`src/hdl/soc_params.svh`:
```
`ifndef SOC_PARAMS_SVH
`define SOC_PARAMS_SVH

// Bus and memory map
`define SOC_ADDR_W      32
`define SOC_DATA_W      32
`define SOC_REGION_W    4
`define SOC_RAM_AW      10
`define SOC_RAM_WORDS   (1 << `SOC_RAM_AW)
`define SOC_KEY_W       16
`define SOC_REGION_RAM  4'h0
`define SOC_REGION_KEY  4'h4

// AHB-Lite encodings
`define SOC_HTRANS_IDLE   2'b00
`define SOC_HTRANS_BUSY   2'b01
`define SOC_HTRANS_NONSEQ 2'b10
`define SOC_HTRANS_SEQ    2'b11
`define SOC_HSIZE_BYTE    3'b000
`define SOC_HSIZE_HALF    3'b001
`define SOC_HSIZE_WORD    3'b010
`define SOC_HRESP_OKAY    1'b0
`define SOC_HRESP_ERROR   1'b1

`endif
```
`src/hdl/soc_pkg.sv`:
```
`default_nettype none
`include "soc_params.svh"

package soc_pkg;

    typedef enum logic [1:0] {
        IDLE   = `SOC_HTRANS_IDLE,
        BUSY   = `SOC_HTRANS_BUSY,
        NONSEQ = `SOC_HTRANS_NONSEQ,
        SEQ    = `SOC_HTRANS_SEQ
    } htrans_e;

    typedef enum logic [2:0] {
        BYTE = `SOC_HSIZE_BYTE,
        HALF = `SOC_HSIZE_HALF,
        WORD = `SOC_HSIZE_WORD
    } hsize_e;

    typedef enum logic {
        OKAY  = `SOC_HRESP_OKAY,
        ERROR = `SOC_HRESP_ERROR
    } hresp_e;

    // Owner of the current data phase
    typedef enum logic [1:0] {
        SEL_NONE,
        SEL_RAM,
        SEL_KEY,
        SEL_ERR
    } slave_sel_e;

    // One HADDR, seen by the RAM as word/lane and by the key block as register
    typedef union packed {
        struct packed {
            logic [`SOC_REGION_W-1:0]                            region;
            logic [`SOC_ADDR_W-`SOC_REGION_W-`SOC_RAM_AW-3:0]    pad;
            logic [`SOC_RAM_AW-1:0]                              word;
            logic [1:0]                                          lane;
        } ram_view;
        struct packed {
            logic [`SOC_REGION_W-1:0]                            region;
            // 4-bit register index plus 2-bit lane below
            logic [`SOC_ADDR_W-`SOC_REGION_W-7:0]                pad;
            logic [3:0]                                          reg_idx;
            logic [1:0]                                          lane;
        } key_view;
    } ahb_addr_u;

endpackage

`default_nettype wire

```
`src/hdl/ahb_resp_mux.sv`:
```
`timescale 1ns/10ps
`default_nettype none
`include "soc_params.svh"

module ahb_resp_mux
    import soc_pkg::*;
(
    input  wire                    clk,
    input  wire                    RSTn,
    input  wire slave_sel_e        data_sel,
    input  wire                    ram_ready,
    input  wire [`SOC_DATA_W-1:0]  ram_rdata,
    input  wire [`SOC_DATA_W-1:0]  key_rdata,
    output logic                   hready,
    output logic [`SOC_DATA_W-1:0] hrdata,
    output hresp_e                 hresp
);

    logic err_2nd;

    // ----------------------------------------------------------
    // Default slave, two-cycle ERROR
    // ----------------------------------------------------------
    // Low in the first error cycle, high in the second
    always_ff @(posedge clk or negedge RSTn) begin
        if (!RSTn) begin
            err_2nd <= 1'b0;
        end else begin
            err_2nd <= (data_sel == SEL_ERR) && !err_2nd;
        end
    end

    // ----------------------------------------------------------
    // Data phase routing
    // ----------------------------------------------------------
    always_comb begin
        hrdata = '0;
        hready = 1'b1;
        hresp  = OKAY;
        case (data_sel)
            SEL_RAM: begin
                hrdata = ram_rdata;
                hready = ram_ready;
            end
            SEL_KEY: begin
                hrdata = key_rdata;
            end
            SEL_ERR: begin
                hready = err_2nd;
                hresp  = ERROR;
            end
            default: begin
                // Idle, nothing to return
                hrdata = '0;
            end
        endcase
    end

endmodule

`default_nettype wire

```
`config.mk`:
```
export PLATFORM = sky130hd
export DESIGN_NAME = ahb_resp_mux
export DESIGN_NICKNAME = d
export VERILOG_FILES = /design/src/hdl/soc_pkg.sv /design/src/hdl/ahb_resp_mux.sv
export VERILOG_INCLUDE_DIRS = /design/src /design/src/hdl
export SDC_FILE = /design/constraint.sdc
export NUM_CORES = 1
export LEC_CHECK = 0
export BUFFER_PORTS_ARGS = -buffer_cell sky130_fd_sc_hd__buf_2
export CAP_MARGIN = 40
export CORE_MARGIN = 2
export CORE_UTILIZATION = 24
export CTS_CLUSTER_DIAMETER = 50
export CTS_CLUSTER_SIZE = 16
export DETAILED_ROUTE_END_ITERATION = 8
export PLACE_DENSITY_LB_ADDON = 0.05
export SLEW_MARGIN = 10
export SYNTH_ARGS = -nofsm -noshare
export SYNTH_HDL_FRONTEND = slang
export SYNTH_SLANG_ARGS = --single-unit
```
`constraint.sdc`:
```
create_clock -name clk -period 1.1 [get_ports clk]
set_input_delay 0.22 -clock clk [delete_from_list [all_inputs] [get_ports clk]]
set_output_delay 0.22 -clock clk [all_outputs]
set_load 0.1 [all_outputs]
```
==> results.sh, run 1 <==
export IMPL_holdBufCountCts=1
export IMPL_die_width_um=53.03
export IMPL_yosys_area_top_type="a22oi_1"
export IMPL_row_count=17
export IMPL_stop_stage="4_1_cts"
export IMPL_syn_nets=155
export IMPL_portBuffers=102
export IMPL_cts_setup_buffers=2
export IMPL_firstError="[ERROR DPL-0033] detailed placement checks failed during check placement."
export IMPL_place_ws_ns=-0.4392
export IMPL_synth_top_area_share=0.3644
export IMPL_synth_area_top_cells="a22oi_1 36%, nor2_1 21%, a22oi_2 11%"
export IMPL_routabilityCongestion=0.6528
export IMPL_dpl_hpwl_um=3552
export IMPL_die_h_um=53.03
export IMPL_syn_avg_cell_area_um2=6.949
export IMPL_synth_seq_cells=1
export IMPL_cts_resized_gates=10
export IMPL_start_util=0.2583
export IMPL_synth_cells=83
export IMPL_netlist_area_um2=576.8
export IMPL_ys_types=12
export IMPL_status="stopped before the end"
export IMPL_yosys_warnings=0
export IMPL_synth_seq_area_share=0.04338
export IMPL_place_area_um2=2117
export IMPL_ios=103
kinds of logic after synthesis:
| group | count (synthesis) | synth area share |
|---|---|---|
| flip-flops | 1 | 0.04338 |
| AND/OR/NAND/NOR | 33 | 0.2191 |
| buffers and inverters | 12 | 0.1909 |
| AO/OA/AOI/OAI | 34 | 0.4816 |
| adder cells (fa/ha/maj) | 3 | 0.06508 |
stage by stage:
step           cells  setup TNS (ns)
3_3_place_gp     215          -11.54
2_1_floorplan     83          -10.68
3_5_place_dp     215          -12.97
Yosys cell counts:
cell type,count
a22oi_1,28
nor2_1,32
ha_1,3
buf_2,1
clkbuf_1,2
nor2b_1,1
buf_8,3
dfrtp_1,1
o21ai_1,1
a22oi_2,5
buf_6,4
inv_1,2
==> run 2: changes to the inputs <==
--- a/config.mk
+++ b/config.mk
@@ -8,12 +8,10 @@
 export LEC_CHECK = 0
 export BUFFER_PORTS_ARGS = -buffer_cell sky130_fd_sc_hd__buf_2
 export CAP_MARGIN = 40
-export CORE_MARGIN = 2
-export CORE_UTILIZATION = 24
-export CTS_CLUSTER_DIAMETER = 50
-export CTS_CLUSTER_SIZE = 16
+export CORE_AREA = 2 2 63 65
 export DETAILED_ROUTE_END_ITERATION = 8
-export PLACE_DENSITY_LB_ADDON = 0.05
+export DIE_AREA = 0 0 65 67
+export PLACE_DENSITY_LB_ADDON = 0.15
 export SLEW_MARGIN = 10
 export SYNTH_ARGS = -nofsm -noshare
 export SYNTH_HDL_FRONTEND = slang
==> constraint.sdc (replaced) <==
create_clock -name clk -period 1.4 [get_ports clk]
set_input_delay 0.28 -clock clk [delete_from_list [all_inputs] [get_ports clk]]
set_output_delay 0.28 -clock clk [all_outputs]
set_load 0.1 [all_outputs]
==> results.sh, run 2 <==
export IMPL_status="finished with violations"
export IMPL_failed_checks="setup timing"
export IMPL_drv_cap=0
export IMPL_first_iter_violations=23
export IMPL_fin_area_um2=2352
export IMPL_grt_first_pass_wirelength_um=5361
export IMPL_wl_per_cell_um=13.26
export IMPL_largest_reg_flops=1
export IMPL_hold_class="input port to asynchronous set/reset pin"
export IMPL_grt_max_degree=18
export IMPL_cp_cell_sequence="buf_12, buf_6, ha_4, buf_12, nor2_4, buf_12"
export IMPL_cpPeakStageDelay_ns=0.27
export IMPL_synth_cells=83
export IMPL_core_area_um2=3606
export IMPL_portBuffers=102
export IMPL_crit_cells=6
export IMPL_reg2reg_to="err_2nd"
export IMPL_syn_nets=155
export IMPL_skew_ns=0
export IMPL_clkTransAtPathRegs_ns=0
export IMPL_cp_slowest_cell="ha_4"
export IMPL_cp_arrival_ns=1.29
export IMPL_fin_crit_sh=1.120
export IMPL_start_util=0.1600
export IMPL_die_width_um=65
export IMPL_routabilityCongestion=0.6280
export IMPL_vias_per_cell=4.459
export IMPL_ir_worst_vdd_mv=0.2407
export IMPL_place_area_um2=2145
export IMPL_nNetsFinal=272
export IMPL_setup_violations=34
export IMPL_max_freq_mhz=637.7
export IMPL_drive_above_1_share=0.9848
export IMPL_synth_seq_area_share=0.04338
export IMPL_grt_usage=0.1510
export IMPL_rsz0062_at_grt="yes"
export IMPL_path_common_cell="buf_12"
export IMPL_dr_pass1_iters=4
export IMPL_netlist_area_um2=576.8
export IMPL_reg2regPathDepth=1
export IMPL_cp_top_family="buffers and inverters"
export IMPL_crit_buf_inv=4
export IMPL_crit_required_ns=1.12
export IMPL_antennaDiodeCount=0
export IMPL_reg_top3="err_2nd (1)"
export IMPL_maxSlewHeadroom=0.8570
export IMPL_p_leak_uw=0.0009245
export IMPL_syn_avg_cell_area_um2=6.949
export IMPL_p_per_area_nw_per_um2=554.7
export IMPL_grt_pass1_vias=1160
export IMPL_critPathCaptureType="output port"
export IMPL_final_common_cell="buf_2"
export IMPL_regToRegStartpoint="err_2nd"
export IMPL_dpl_hpwl_um=2706
export IMPL_synth_edf_count=0
export IMPL_row_count=22
export IMPL_postRouteAntennaNets=0
export IMPL_syn_to_final_growth_pct=307.8
export IMPL_synth_area_top_cells="a22oi_1 36%, nor2_1 21%, a22oi_2 11%"
export IMPL_vias=1097
export IMPL_drv_slew=0
export IMPL_reg2reg_slack_ns=0.79
export IMPL_holdWs_ns=0.05541
export IMPL_ys_types=12
export IMPL_yosys_area_top_type="a22oi_1"
export IMPL_final_cell_mix="66 x buf_2, 41 x buf_12, 33 x a22oi_2, 32 x nor2_4, 12 x buf_6"
export IMPL_synth_seq_cells=1
export IMPL_ios=103
export IMPL_synth_top_area_share=0.3644
export IMPL_tightest_slew_ns=0.2146
export IMPL_synth_async_reset_ratio=1.000
export IMPL_synth_flop_cell="dfrtp_1"
export IMPL_yosys_warnings=0
export IMPL_setup_slack_ns=-0.1682
export IMPL_cp_max_fo=15
export IMPL_top_register="err_2nd"
export IMPL_crit_path_start_kind="input port"
export IMPL_overflow=0
export IMPL_drt_wl_total_um=3263
export IMPL_synth_most_common_cell="nor2_1"
export IMPL_fin_crit_ns=1.568
export IMPL_antenna_found_initial=0
export IMPL_yosys_top_cells_count="32 x nor2_1, 28 x a22oi_1, 5 x a22oi_2, 4 x buf_6"
export IMPL_dieArea_um2=4355
export IMPL_route_detailed_drc=0
export IMPL_path_class="input port to output port"
export IMPL_insertion_delay_ns=0
export IMPL_hold_viol_final=0
export IMPL_die_h_um=67
==> run 2: cell counts after synthesis <==
Identical to the previous run, type by type.
==> run 2: final cells by class <==
class                   count  area (um^2)
well taps                  48        60.06
flip-flops and latches      1        25.02
multi-input cells          70        870.8
fillers                   276         1254
repair buffers            125         1376
inverters                   2        20.02
==> run 2: routing by layer <==
layer | vias to the layer above | GRT usage | part of all wire
met5 | - | 0 | 0
met4 | 0 | 0 | 0
met3 | 0 | 0.02365 | 0.10
met2 | 63 | 0.3119 | 0.55
met1 | 493 | 0.1693 | 0.35
li1 | 541 | - | -
==> run 2: worst max-delay path by stage <==
stage | slack, ns | startpoint | endpoint
2_1_floorplan | -0.16 | data_sel[1] | hrdata[19]
3_3_place_gp | -0.21 | data_sel[1] | hrdata[21]
3_5_place_dp | -0.24 | data_sel[1] | hrdata[23]
4_1_cts | -0.17 | data_sel[1] | hrdata[23]
5_1_grt | -0.19 | data_sel[1] | hrdata[15]
6_report | -0.17 | data_sel[1] | hrdata[23]
==> run 2: what timing repair did <==
action | in CTS | in global routing
buffers inserted | 7 | 0
hold buffers | 0 | 0
setup endpoints to repair | 33 | 34
gates cloned | 2 | 0
pin swaps | 17 | 10
resized for setup | 22 | 0
==> run 2: kinds of logic (layout without fill, tap and decap cells) <==
group           after synthesis  in the layout  synth area share
compound gates               34             34            0.4816
flops                         1              1           0.04338
buf+inv                      12            127            0.1909
simple gates                 33             33            0.2191
fa+ha+maj                     3              3           0.06508
==> run 2: power breakdown <==
group	switching, uW	leakage, uW	internal, uW
logic	756	0.000911	516
clock network	0	0	0
registers	1.37	0.0000131	31.0
total	758	0.000925	547
==> run 2: per-stage QoR <==
step | utilization | setup WS, ns | TNS, ns | total power (uW) | cells
2_1_floorplan | - | -0.1591 | -4.738 | 815.4 | 83
3_3_place_gp | 0.5947 | -0.2128 | -6.030 | 1226 | 237
3_5_place_dp | 0.5947 | -0.2374 | -6.903 | 1247 | 237
4_1_cts | 0.6523 | -0.1686 | -4.965 | 1317 | 246
5_1_grt | 0.6523 | -0.1938 | -5.848 | 1352 | 246
6_report | 0.6523 | -0.1682 | -4.886 | 1305 | 246
Power figures use the tool's default switching activity.
