File: src/hdl/soc_params.svh
`ifndef SOC_PARAMS_SVH
`define SOC_PARAMS_SVH

// Bus and memory map
`define SOC_ADDR_W      32
`define SOC_DATA_W      32
`define SOC_REGION_W    4
`define SOC_RAM_AW      10
`define SOC_RAM_WORDS   (1 << `SOC_RAM_AW)
`define SOC_KEY_W       16
`define SOC_REGION_RAM  4'h0
`define SOC_REGION_KEY  4'h4

// AHB-Lite encodings
`define SOC_HTRANS_IDLE   2'b00
`define SOC_HTRANS_BUSY   2'b01
`define SOC_HTRANS_NONSEQ 2'b10
`define SOC_HTRANS_SEQ    2'b11
`define SOC_HSIZE_BYTE    3'b000
`define SOC_HSIZE_HALF    3'b001
`define SOC_HSIZE_WORD    3'b010
`define SOC_HRESP_OKAY    1'b0
`define SOC_HRESP_ERROR   1'b1

`endif
File: src/hdl/soc_pkg.sv
`default_nettype none
`include "soc_params.svh"

package soc_pkg;

    typedef enum logic [1:0] {
        IDLE   = `SOC_HTRANS_IDLE,
        BUSY   = `SOC_HTRANS_BUSY,
        NONSEQ = `SOC_HTRANS_NONSEQ,
        SEQ    = `SOC_HTRANS_SEQ
    } htrans_e;

    typedef enum logic [2:0] {
        BYTE = `SOC_HSIZE_BYTE,
        HALF = `SOC_HSIZE_HALF,
        WORD = `SOC_HSIZE_WORD
    } hsize_e;

    typedef enum logic {
        OKAY  = `SOC_HRESP_OKAY,
        ERROR = `SOC_HRESP_ERROR
    } hresp_e;

    // Owner of the current data phase
    typedef enum logic [1:0] {
        SEL_NONE,
        SEL_RAM,
        SEL_KEY,
        SEL_ERR
    } slave_sel_e;

    // One HADDR, seen by the RAM as word/lane and by the key block as register
    typedef union packed {
        struct packed {
            logic [`SOC_REGION_W-1:0]                            region;
            logic [`SOC_ADDR_W-`SOC_REGION_W-`SOC_RAM_AW-3:0]    pad;
            logic [`SOC_RAM_AW-1:0]                              word;
            logic [1:0]                                          lane;
        } ram_view;
        struct packed {
            logic [`SOC_REGION_W-1:0]                            region;
            // 4-bit register index plus 2-bit lane below
            logic [`SOC_ADDR_W-`SOC_REGION_W-7:0]                pad;
            logic [3:0]                                          reg_idx;
            logic [1:0]                                          lane;
        } key_view;
    } ahb_addr_u;

endpackage

`default_nettype wire

File: src/hdl/key_event_slave.sv
`timescale 1ns/10ps
`default_nettype none
`include "soc_params.svh"

module key_event_slave
    import soc_pkg::*;
(
    input  wire                    clk,
    input  wire                    RSTn,
    input  wire                    sel_key,
    input  wire ahb_addr_u         haddr,
    input  wire htrans_e           htrans,
    input  wire                    hwrite,
    input  wire [`SOC_DATA_W-1:0]  hwdata,
    input  wire                    hready,
    input  wire [`SOC_KEY_W-1:0]   key_pulse,
    output logic [`SOC_DATA_W-1:0] key_rdata,
    output logic                   key_irq
);

    logic                  reg0_hit;
    logic                  hit_q;
    logic                  write_q;
    logic [`SOC_KEY_W-1:0] clr_mask;
    logic [`SOC_KEY_W-1:0] key_reg;

    assign reg0_hit = sel_key && ((htrans == NONSEQ) || (htrans == SEQ))
                      && (haddr.key_view.reg_idx == 4'd0);

    // ----------------------------------------------------------
    // Address phase capture
    // ----------------------------------------------------------
    always_ff @(posedge clk or negedge RSTn) begin
        if (!RSTn) begin
            hit_q   <= 1'b0;
            write_q <= 1'b0;
        end else if (hready) begin
            hit_q   <= reg0_hit;
            write_q <= hwrite;
        end
    end

    // ----------------------------------------------------------
    // Sticky event register
    // ----------------------------------------------------------
    // Write-one-to-clear at the end of the data phase
    assign clr_mask = (hit_q && write_q && hready) ? hwdata[`SOC_KEY_W-1:0] : '0;

    always_ff @(posedge clk or negedge RSTn) begin
        if (!RSTn) begin
            key_reg <= '0;
        end else begin
            // New pulse beats a clear on the same edge
            key_reg <= (key_reg & ~clr_mask) | key_pulse;
        end
    end

    assign key_rdata = hit_q ? {{(`SOC_DATA_W-`SOC_KEY_W){1'b0}}, key_reg} : '0;
    assign key_irq   = |key_reg;

endmodule

`default_nettype wire

File: config.mk
export PLATFORM = sky130hd
export DESIGN_NAME = key_event_slave
export DESIGN_NICKNAME = d
export VERILOG_FILES = /design/src/hdl/soc_pkg.sv /design/src/hdl/key_event_slave.sv
export VERILOG_INCLUDE_DIRS = /design/src /design/src/hdl
export SDC_FILE = /design/constraint.sdc
export NUM_CORES = 1
export LEC_CHECK = 0
export BUFFER_PORTS_ARGS = -buffer_cell sky130_fd_sc_hd__buf_2
export CAP_MARGIN = 20
export CORE_ASPECT_RATIO = 1.75
export CORE_MARGIN = 3
export CORE_UTILIZATION = 36
export DETAILED_ROUTE_END_ITERATION = 8
export PLACE_DENSITY = 0.86
export SETUP_SLACK_MARGIN = 0.05
export SLEW_MARGIN = 20
export SYNTH_ARGS = -nofsm -noshare
export SYNTH_HDL_FRONTEND = slang
export SYNTH_SLANG_ARGS = --single-unit
File: constraint.sdc
create_clock -name clk -period 1.9 [get_ports clk]
set_input_delay 0.19 -clock clk [delete_from_list [all_inputs] [get_ports clk]]
set_output_delay 0.19 -clock clk [all_outputs]
set_load 0.01 [all_outputs]
==> impl_results.md, run 1 <==
- Cts bufs inserted: 3
- GPL Wtd Cong: 0.6557
- Share of post-route cells with drive strength above 1: ~41%
- Average wire per standard cell: 12.64 um
- Cell row count: 25
- First-pass GRT wire length: about 3.5 mm
- Core area: around 0.0027 mm2
- Syn Area/Cell: 10.28 um2
- DR vias/cell: approximately 5
- Pre-antenna DRT Iters: 4
- CTS H-tree depth: 1
- Synth-to-Final Area Change: 25.43%
- Critical path fanouts, max: 33
- Largest net degree at the start of global routing: 34
- Headroom to the max-slew limit: roughly 43%
- Crit path DAT: ~1500 ps
- Routed wire length: 2.301 mm
- Hold_buf cts: 1
- WS Path Type: reg2out
- FMAX: slightly below 600 MHz
- Placed inst area: between 0.001 and 0.0015 mm2
- Diodes inserted: 0
- Endpoints failing setup: 0
- Critical path, cell by cell: and2_1, buf_2
- Gr ovfl total: 0
- Vias: 910
- Starting DRT DRC Count: 20
- Final cycle utilization of the critical path: about 90%
- Root buf cell: clkbuf_8
- Antenna violations before repair: 0
- Worst path slowest cell: dfrtp_1
- Post-Place Cells: 177
- Req. time, crit path: about 1700 ps
- Power per standard cell area: 616.6 mW/mm2
- Setup Fix Bufs, Post-CTS: 0
- Post-CTS Resized: 0
- Post-route cell area: 0.001290 mm2
- Sequential area share after synthesis: a little over two fifths
- Die W: between 40 and 50 um
- IO Pins: 120
- Worst-Skew Late Latency: about 250 ps
- Slew Limit Fails: 0
- Final min period: ~1700 ps
- Post-Syn Area: between 0.001 and 0.0015 mm2
- ANT nets after route: 0
- Vias in the first global route: just under 800
- Total Routing Usage GR: 12.96%
- Gate count of the mapped netlist: 100
- Fin nets: between 200 and 250
- Leak Pwr: a little over 0.6 nW
- RSZ-0062 raised after global routing: no
- Max Cap Viol: 0
- Endpoints failing hold: 0
- Synth cell types: 14
- Run status: finished, final reports clean
- Die area: ~0.0036 mm2
- Post-Layout Cell Count: between 150 and 200
- Longest Clk Path Bufs: 2
- Synth Register Bits: 18
- Drt drc: 0
- Max FFs per register: 16
- Port Buffer Count: 58
- Worst VDD drop: 0.0004688 V
- Clk_skew: 1.978 ps
- CP Capture Type: output port
- Worst slew pin tran: around 850 ps
- Clock transition at path regs: approximately 70 ps
- CTS tree: built
- Fill count: 284
- Synth warn: 0
- Setup Total Neg Slack: 0 ps
- CP Launch Type: register
- Sink Count: 18
- Worst hold path class: in2reg
- Die Y: around 77 um
- Dpl hpwl: between 1.5 and 2 mm
- Crit-path max cell delay: 890 ps
- Initial core utilization: about 38%
[where the power goes]
part	total [mW]	switching (mW)	internal (mW)	leakage, nW
combinational	0.0849	0.0451	0.0399	0.411
clock	0.310	0.126	0.184	0.0288
sequential	0.400	0.0142	0.386	0.166
total	0.795	0.186	0.610	0.605
[logic make-up (layout without fill, tap and decap cells)]
family / Yosys count / after routing / share of synthesized area, %
AND/OR/NAND/NOR: 40 / 40 / 24.21
flip-flops: 18 / 18 / 43.80
buffers and inverters: 23 / 63 / 17.88
other: 1 / 16 / 0.3646
AO/OA/AOI/OAI: 17 / 17 / 12.65
multiplexers: 1 / 1 / 1.095
[critical path, delay by kind of cell (launching register included)]
kind                   cells  cell delay, ps
AND/OR/NAND/NOR            1             240
buffers and inverters      1             130
flip-flops                 1             890
[cell usage after synthesis (all sizes together)]
master / instances / area [um2]
buf: 22 / 180.2
nor2b: 1 / 6.260
and2: 16 / 100.1
dfrtp: 18 / 450.4
clkbuf: 1 / 3.750
nor2: 1 / 3.750
a21o: 16 / 120.1
nor4: 4 / 25.02
conb: 1 / 3.750
mux2: 1 / 11.26
nor3b: 1 / 7.510
a41o: 1 / 10.01
nand4: 17 / 106.4
[placed cells by master (no fill, tap or decap)]
cell type | synthesis | final
dfrtp_1 | 18 | 18
clkbuf_8 | 0 | 4
a41o_1 | 1 | 1
conb_1 | 1 | 16
and2_1 | 16 | 16
mux2_2 | 1 | 1
buf_2 | 0 | 58
nor2_1 | 1 | 1
nand4_1 | 17 | 17
nor4_1 | 4 | 4
dlygate4sd3_1 | 0 | 1
nor3b_1 | 1 | 1
a21o_1 | 16 | 16
nor2b_1 | 1 | 1
[per-stage QoR]
stage / power [mW] / worst slack (ps) / utilization [%] / hold slack (ps)
CTS: 0.8087 / 180.4 / 47.40 / 105.1
global placement: 0.4899 / 495.3 / 45.01 / 138.8
detailed placement: 0.4911 / 458.4 / 45.01 / 141.4
floorplan: 0.4687 / 899.6 / - / -105.6
global route: 0.8404 / 97.51 / 47.40 / 105.8
finish: 0.7954 / 189.4 / 47.40 / 111.8
[layout make-up]
class | count | area [um2] | area share, %
sequential | 18 | 450.4 | 34.92
timing repair buffer | 59 | 300.3 | 23.28
multi-input combinational | 74 | 450.4 | 34.92
clock buffer | 4 | 55.05 | 4.268
tap | 27 | 33.78 | 2.619
[routing by layer]
| metal | vias to the layer above | global-route usage [%] | share of wire (%) |
|---|---|---|---|
| met5 | - | 0 | 0 |
| met4 | 0 | 4.274 | 0.35 |
| met3 | 2 | 2.113 | 13 |
| met2 | 61 | 21.13 | 50 |
| met1 | 409 | 16.62 | 37 |
| li1 | 438 | - | - |
[worst paths after layout]
path                               start            to  slack, ps  cells past startpoint
setup / recovery                   hit_q  key_rdata[5]        190                      2
hold / removal             key_pulse[15]   key_reg[15]        110                      2
setup reg to reg                   hit_q   key_reg[14]        500                      2
hold reg to reg              key_reg[12]   key_reg[12]        500                      1
max in group asynchronous           RSTn    key_reg[2]       1210                      2
min in group asynchronous           RSTn   key_reg[15]        400                      2
No activity file was read; power rests on OpenSTA's default activity.
==> run 2: changes to the inputs <==
- CORE_MARGIN: 3 -> unset
==> impl_results.md, run 2 (synthesis results as in run 1) <==
- Run status: finished, final reports clean
- Vias: 891 (-2.1%)
- IO Pins: 120 (unchanged)
- Pre-antenna DRT Iters: 4 (unchanged)
- Antenna violations before repair: 0 (unchanged)
- CTS tree: built
- Vias in the first global route: 828 (+4.5%)
- Cell row count: 25 (unchanged)
- Slew Limit Fails: 0 (unchanged)
- WS Path Type: reg2out
- CTS H-tree depth: 1 (unchanged)
- Worst slew pin tran: 873.7 ps (+25.82 ps)
- Post-Place Cells: 177 (unchanged)
- GPL Wtd Cong: 0.6490 (-1.0%)
- Fin nets: 243 (unchanged)
- Root buf cell: clkbuf_8
- Die W: 42.41 um (-8.6%)
- Final cycle utilization of the critical path: 90.13% (+0.096 points)
- Leak Pwr: 0.5979 nW (-1.2%)
- Clk_skew: 2.238 ps (+0.2606 ps)
- Diodes inserted: 0 (unchanged)
- DR vias/cell: 4.923 (-1.5%)
- Port Buffer Count: 58 (unchanged)
- Post-CTS Resized: 0 (unchanged)
- Dpl hpwl: 1.626 mm (-7.9%)
- Worst VDD drop: 0.0004410 V (-5.9%)
- FMAX: 583.9 MHz (-0.11%)
- Total Routing Usage GR: 14.82% (+1.9 points)
- Max FFs per register: 16 (unchanged)
- Drt drc: 0 (unchanged)
- Worst-Skew Late Latency: 240 ps (about the same)
- Clock transition at path regs: 60 ps (about the same)
- Routed wire length: 2.191 mm (-4.8%)
- Core area: 0.002721 mm2 (unchanged)
- Headroom to the max-slew limit: 41.76% (-1.7 points)
- Endpoints failing hold: 0 (unchanged)
- Commonest non-fill, non-tap cells in the layout: buf_2 (58), dfrtp_1 (18), nand4_1 (17)
- Synth-to-Final Area Change: 24.09%
- Most common cell after layout, fill and taps aside: buf_2
- Initial core utilization: 37.79% (unchanged)
- Fill count: 281 (-1.1%)
- Die area: 0.003083 mm2 (-13%)
- Req. time, crit path: 1710 ps (about the same)
- Cts bufs inserted: 3 (unchanged)
- Critical path fanouts, max: 33 (unchanged)
- Die Y: 72.71 um (-5.2%)
- CP Launch Type: register
- Largest net degree at the start of global routing: 34 (unchanged)
- Share of post-route cells with drive strength above 1: 40.26% (-0.39 points)
- RSZ-0062 raised after global routing: no
- Longest Clk Path Bufs: 2 (unchanged)
- Power per standard cell area: 576.0 mW/mm2 (-6.6%)
- Post-Layout Cell Count: 181 (-0.55%)
- Starting DRT DRC Count: 14 (-30%)
- Gr ovfl total: 0 (unchanged)
- Worst hold path class: in2reg
- Endpoints failing setup: 0 (unchanged)
- Setup Total Neg Slack: 0 ps (unchanged)
- First-pass GRT wire length: 3.525 mm (+0.97%)
- Final min period: 1712 ps (+1.829 ps)
- Sink Count: 18 (unchanged)
- ANT nets after route: 0 (unchanged)
- Max Cap Viol: 0 (unchanged)
- CP Capture Type: output port
- Crit path DAT: 1520 ps (about the same)
- Average wire per standard cell: 12.10 um (-4.3%)
-- run 2: cell count changes in the layout (fill, tap and decap cells not counted) --
cell / before / now
clkbuf_8: 4 / 3
-- run 2: cell type report --
| class | instances | area, um2 | share of cell area [%] |
|---|---|---|---|
| Sequential cell | 18 | 450.4 | 35.29 |
| Multi-Input combinational cell | 74 | 450.4 | 35.29 |
| Timing Repair Buffer | 59 | 300.3 | 23.53 |
| Clock buffer | 3 | 41.29 | 3.235 |
| Tap cell | 27 | 33.78 | 2.647 |
-- run 2: final timing paths --
path / from / to / slack, ps / depth (start not counted)
min reg2reg: key_reg[15] / key_reg[15] / 500 / 1
max: hit_q / key_rdata[2] / 190 / 2
min in group asynchronous: RSTn / key_reg[0] / 420 / 2
min: key_pulse[0] / key_reg[0] / 120 / 2
max in group asynchronous: RSTn / key_reg[9] / 1190 / 2
max reg2reg: hit_q / key_reg[6] / 470 / 2
-- run 2: through the flow --
stage | hold slack [ps] | util [%] | area (um2) | setup WS [ps] | total power [mW]
CTS | 116.0 | 46.90 | 1276 | 176.2 | 0.7493
finish | 120.0 | 46.90 | 1276 | 187.5 | 0.7351
global route | 117.7 | 46.90 | 1276 | 61.40 | 0.7731
floorplan | -105.6 | - | 1085 | 899.6 | 0.4687
detailed placement | 144.5 | 45.01 | 1225 | 450.8 | 0.4915
global placement | 141.4 | 45.01 | 1225 | 479.4 | 0.4905
-- run 2: worst max-delay path, stage by stage (launching register included) --
cell and delay [ps]:
dfrtp_1 910, and2_1 230, buf_2 130
-- run 2: repair_timing --
item                      4_1_cts  5_1_grt
hold buffers                    1        0
buffers inserted                0        0
hold endpoints to repair       18        0
-- run 2: layer usage --
metal  global-route usage (%)  wire (um)
met1                    16.80        875
met2                    27.18       1129
met3                    2.723        167
met4                    5.208         19
met5                        0          0
-- run 2: power breakdown --
part	internal, mW	switching, mW	leakage [nW]	total [mW]
Sequential	0.386	0.0146	0.166	0.401
Combinational	0.0399	0.0447	0.411	0.0846
Clock	0.140	0.109	0.0216	0.249
==> run 3: changes to the inputs <==
--- a/config.mk
+++ b/config.mk
@@ -13,4 +13,5 @@
 export DETAILED_ROUTE_END_ITERATION = 8
 export PLACE_DENSITY = 0.86
+export RECOVER_POWER = 100
 export SETUP_SLACK_MARGIN = 0.05
 export SLEW_MARGIN = 20
==> constraint.sdc (replaced) <==
create_clock -name clk -period 1.9 [get_ports clk]
set_input_delay 0 -clock clk [delete_from_list [all_inputs] [get_ports clk]]
set_output_delay 0 -clock clk [all_outputs]
set_load 0.01 [all_outputs]
==> impl_results.md, run 3 (synthesis results as in run 1) <==
- FF-to-FF setup slack: 420 ps (-50 ps)
- Root buf cell: clkbuf_8
- Vias in the first global route: 976 (+18%)
- FMAX: 627.0 MHz (+7.4%)
- Most common cell after layout, fill and taps aside: buf_2
- Commonest non-fill, non-tap cells in the layout: buf_2 (44), dlygate4sd3_1 (19), dfrtp_1 (18)
- Worst slew pin tran: 955.0 ps (+81.29 ps)
- Headroom to the max-slew limit: 36.34% (-5.4 points)
- Die Y: 72.71 um (unchanged)
- CP Capture Type: output port
- Max Cap Viol: 0 (unchanged)
- Final min period: 1595 ps (-117.7 ps)
- Worst VDD drop: 0.0004422 V (+0.29%)
- Crit path DAT: 1590 ps (+70 ps)
- Worst hold path class: in2reg
- Reg power frac: 52.3% (-2.3 points)
- Placed inst area: 0.001225 mm2 (unchanged)
- Cell row count: 25 (unchanged)
- Clock transition at path regs: 60 ps (about the same)
- Sink Count: 18 (unchanged)
- ANT nets after route: 0 (unchanged)
- IO Pins: 120 (unchanged)
- Total Routing Usage GR: 17.73% (+2.9 points)
- Worst-Skew Late Latency: 240 ps (about the same)
- Pre-antenna DRT Iters: 2 (-2)
- Die area: 0.003083 mm2 (unchanged)
- CP Launch Type: register
- Setup Fix Bufs, Post-CTS: 0 (unchanged)
- Average wire per standard cell: 13.03 um (+7.6%)
- Vias: 960 (+7.7%)
- Port Buffer Count: 58 (unchanged)
- Cts bufs inserted: 3 (unchanged)
- Largest net degree at the start of global routing: 34 (unchanged)
- Routed wire length: 2.592 mm (+18%)
- Worst path slowest cell: dfrtp_1
- Post-route setup slack: 305.2 ps (+117.7 ps)
- Clock share of power: 32.8% (-1.1 points)
- First-pass GRT wire length: 4.195 mm (+19%)
- Slew Limit Fails: 0 (unchanged)
- Fill count: 249 (-11%)
- Share of post-route cells with drive strength above 1: 27.91% (-12 points)
- NetSw: 177.4 uW (+5.3%)
- Initial core utilization: 37.79% (unchanged)
- Crit-path max cell delay: 960 ps (+50 ps)
- Post-route cell area: 0.001439 mm2 (+13%)
- Switching Share: 23.13% (+0.21 points)
- CTS tree: built
- Setup Total Neg Slack: 0 ps (unchanged)
- Die W: 42.41 um (unchanged)
- Max FFs per register: 16 (unchanged)
- Power per standard cell area: 532.9 mW/mm2 (-7.5%)
- Comb power frac: 14.9% (+3.4 points)
- Endpoints failing hold: 0 (unchanged)
- WS Path Type: reg2out
- Setup Slack @ Placement: 488.5 ps (+37.64 ps)
- GPL Wtd Cong: 0.6490 (unchanged)
- RSZ-0062 raised after global routing: no
- Clk_skew: 3.106 ps (+0.8680 ps)
- Internal: 589.4 uW (+4.0%)
- Leak Pwr: 0.6128 nW (+2.5%)
- Diodes inserted: 0 (unchanged)
- CTS H-tree depth: 1 (unchanged)
- Starting DRT DRC Count: 7 (-7)
- DR vias/cell: 4.824 (-2.0%)
- Antenna violations before repair: 0 (unchanged)
- Critical path, cell by cell: and2_1, clkbuf_1
- Drt drc: 0 (unchanged)
- Final cycle utilization of the critical path: 83.94% (-6.2 points)
- Req. time, crit path: 1900 ps (+190 ps)
- Dpl hpwl: 1.626 mm (unchanged)
- Post-CTS Resized: 0 (unchanged)
- Longest Clk Path Bufs: 2 (unchanged)
- Fin nets: 261 (+7.4%)
- Core area: 0.002721 mm2 (unchanged)
- Critical path fanouts, max: 33 (unchanged)
- Gr ovfl total: 0 (unchanged)
- Synth-to-Final Area Change: 39.90%
- Endpoints failing setup: 0 (unchanged)
- Run status: finished, final reports clean
==> run 3: per-stage QoR <==
| stage | cells | util (%) | total power, mW | hold slack [ps] |
|---|---|---|---|---|
| after global routing | 199 | 52.87 | 0.8069 | 10.31 |
| after floorplan | 115 | - | 0.4687 | -295.6 |
| after global placement | 177 | 45.01 | 0.4905 | -48.57 |
| final | 199 | 52.87 | 0.7668 | 11.12 |
| after CTS | 199 | 53.52 | 0.7772 | 4.426 |
| after detailed placement | 177 | 45.01 | 0.4915 | -45.47 |
==> run 3: power by group through the flow <==
stage / registers, mW / logic [mW] / clock network, mW
after floorplan: 0.395 / 0.0736 / 0
after CTS: 0.401 / 0.113 / 0.263
final: 0.401 / 0.114 / 0.252
after detailed placement: 0.408 / 0.0837 / 0
after global placement: 0.408 / 0.0829 / 0
after global routing: 0.402 / 0.125 / 0.279
==> run 3: area by class of cell <==
type	instances	area [um2]	area share, %
Tap cell	27	33.78	2.348
Sequential cell	18	450.4	31.30
Timing Repair Buffer	77	462.9	32.17
Multi-Input combinational cell	74	450.4	31.30
Clock buffer	3	41.29	2.870
==> run 3: what timing repair did <==
action,CTS,global route
setup endpoints to repair,0,0
hold endpoints to repair,36,0
hold buffers,19,0
==> run 3: worst paths after layout <==
check / start / endpoint / cells after the start
worst max register to register: hit_q / key_reg[3] / 2
max in group asynchronous: RSTn / key_reg[9] / 2
worst max-delay path: hit_q / key_rdata[8] / 2
worst min register to register: key_reg[11] / key_reg[11] / 1
min in group asynchronous: RSTn / key_reg[0] / 2
worst min-delay path: sel_key / hit_q / 2
==> run 3: worst max-delay path: cells and delay by family (launching register included) <==
| family | cells | cell delay, ps |
|---|---|---|
| AND/OR/NAND/NOR | 1 | 230 |
| flip-flops | 1 | 960 |
| buffers and inverters | 1 | 160 |
==> run 3: layer usage <==
metal | routed length [um] | up-vias | GRT usage [%]
li1 | - | 477 | -
met1 | 1035 | 428 | 18.38
met2 | 1370 | 53 | 34.87
met3 | 166 | 2 | 3.218
met4 | 19 | 0 | 5.208
met5 | 0 | - | 0
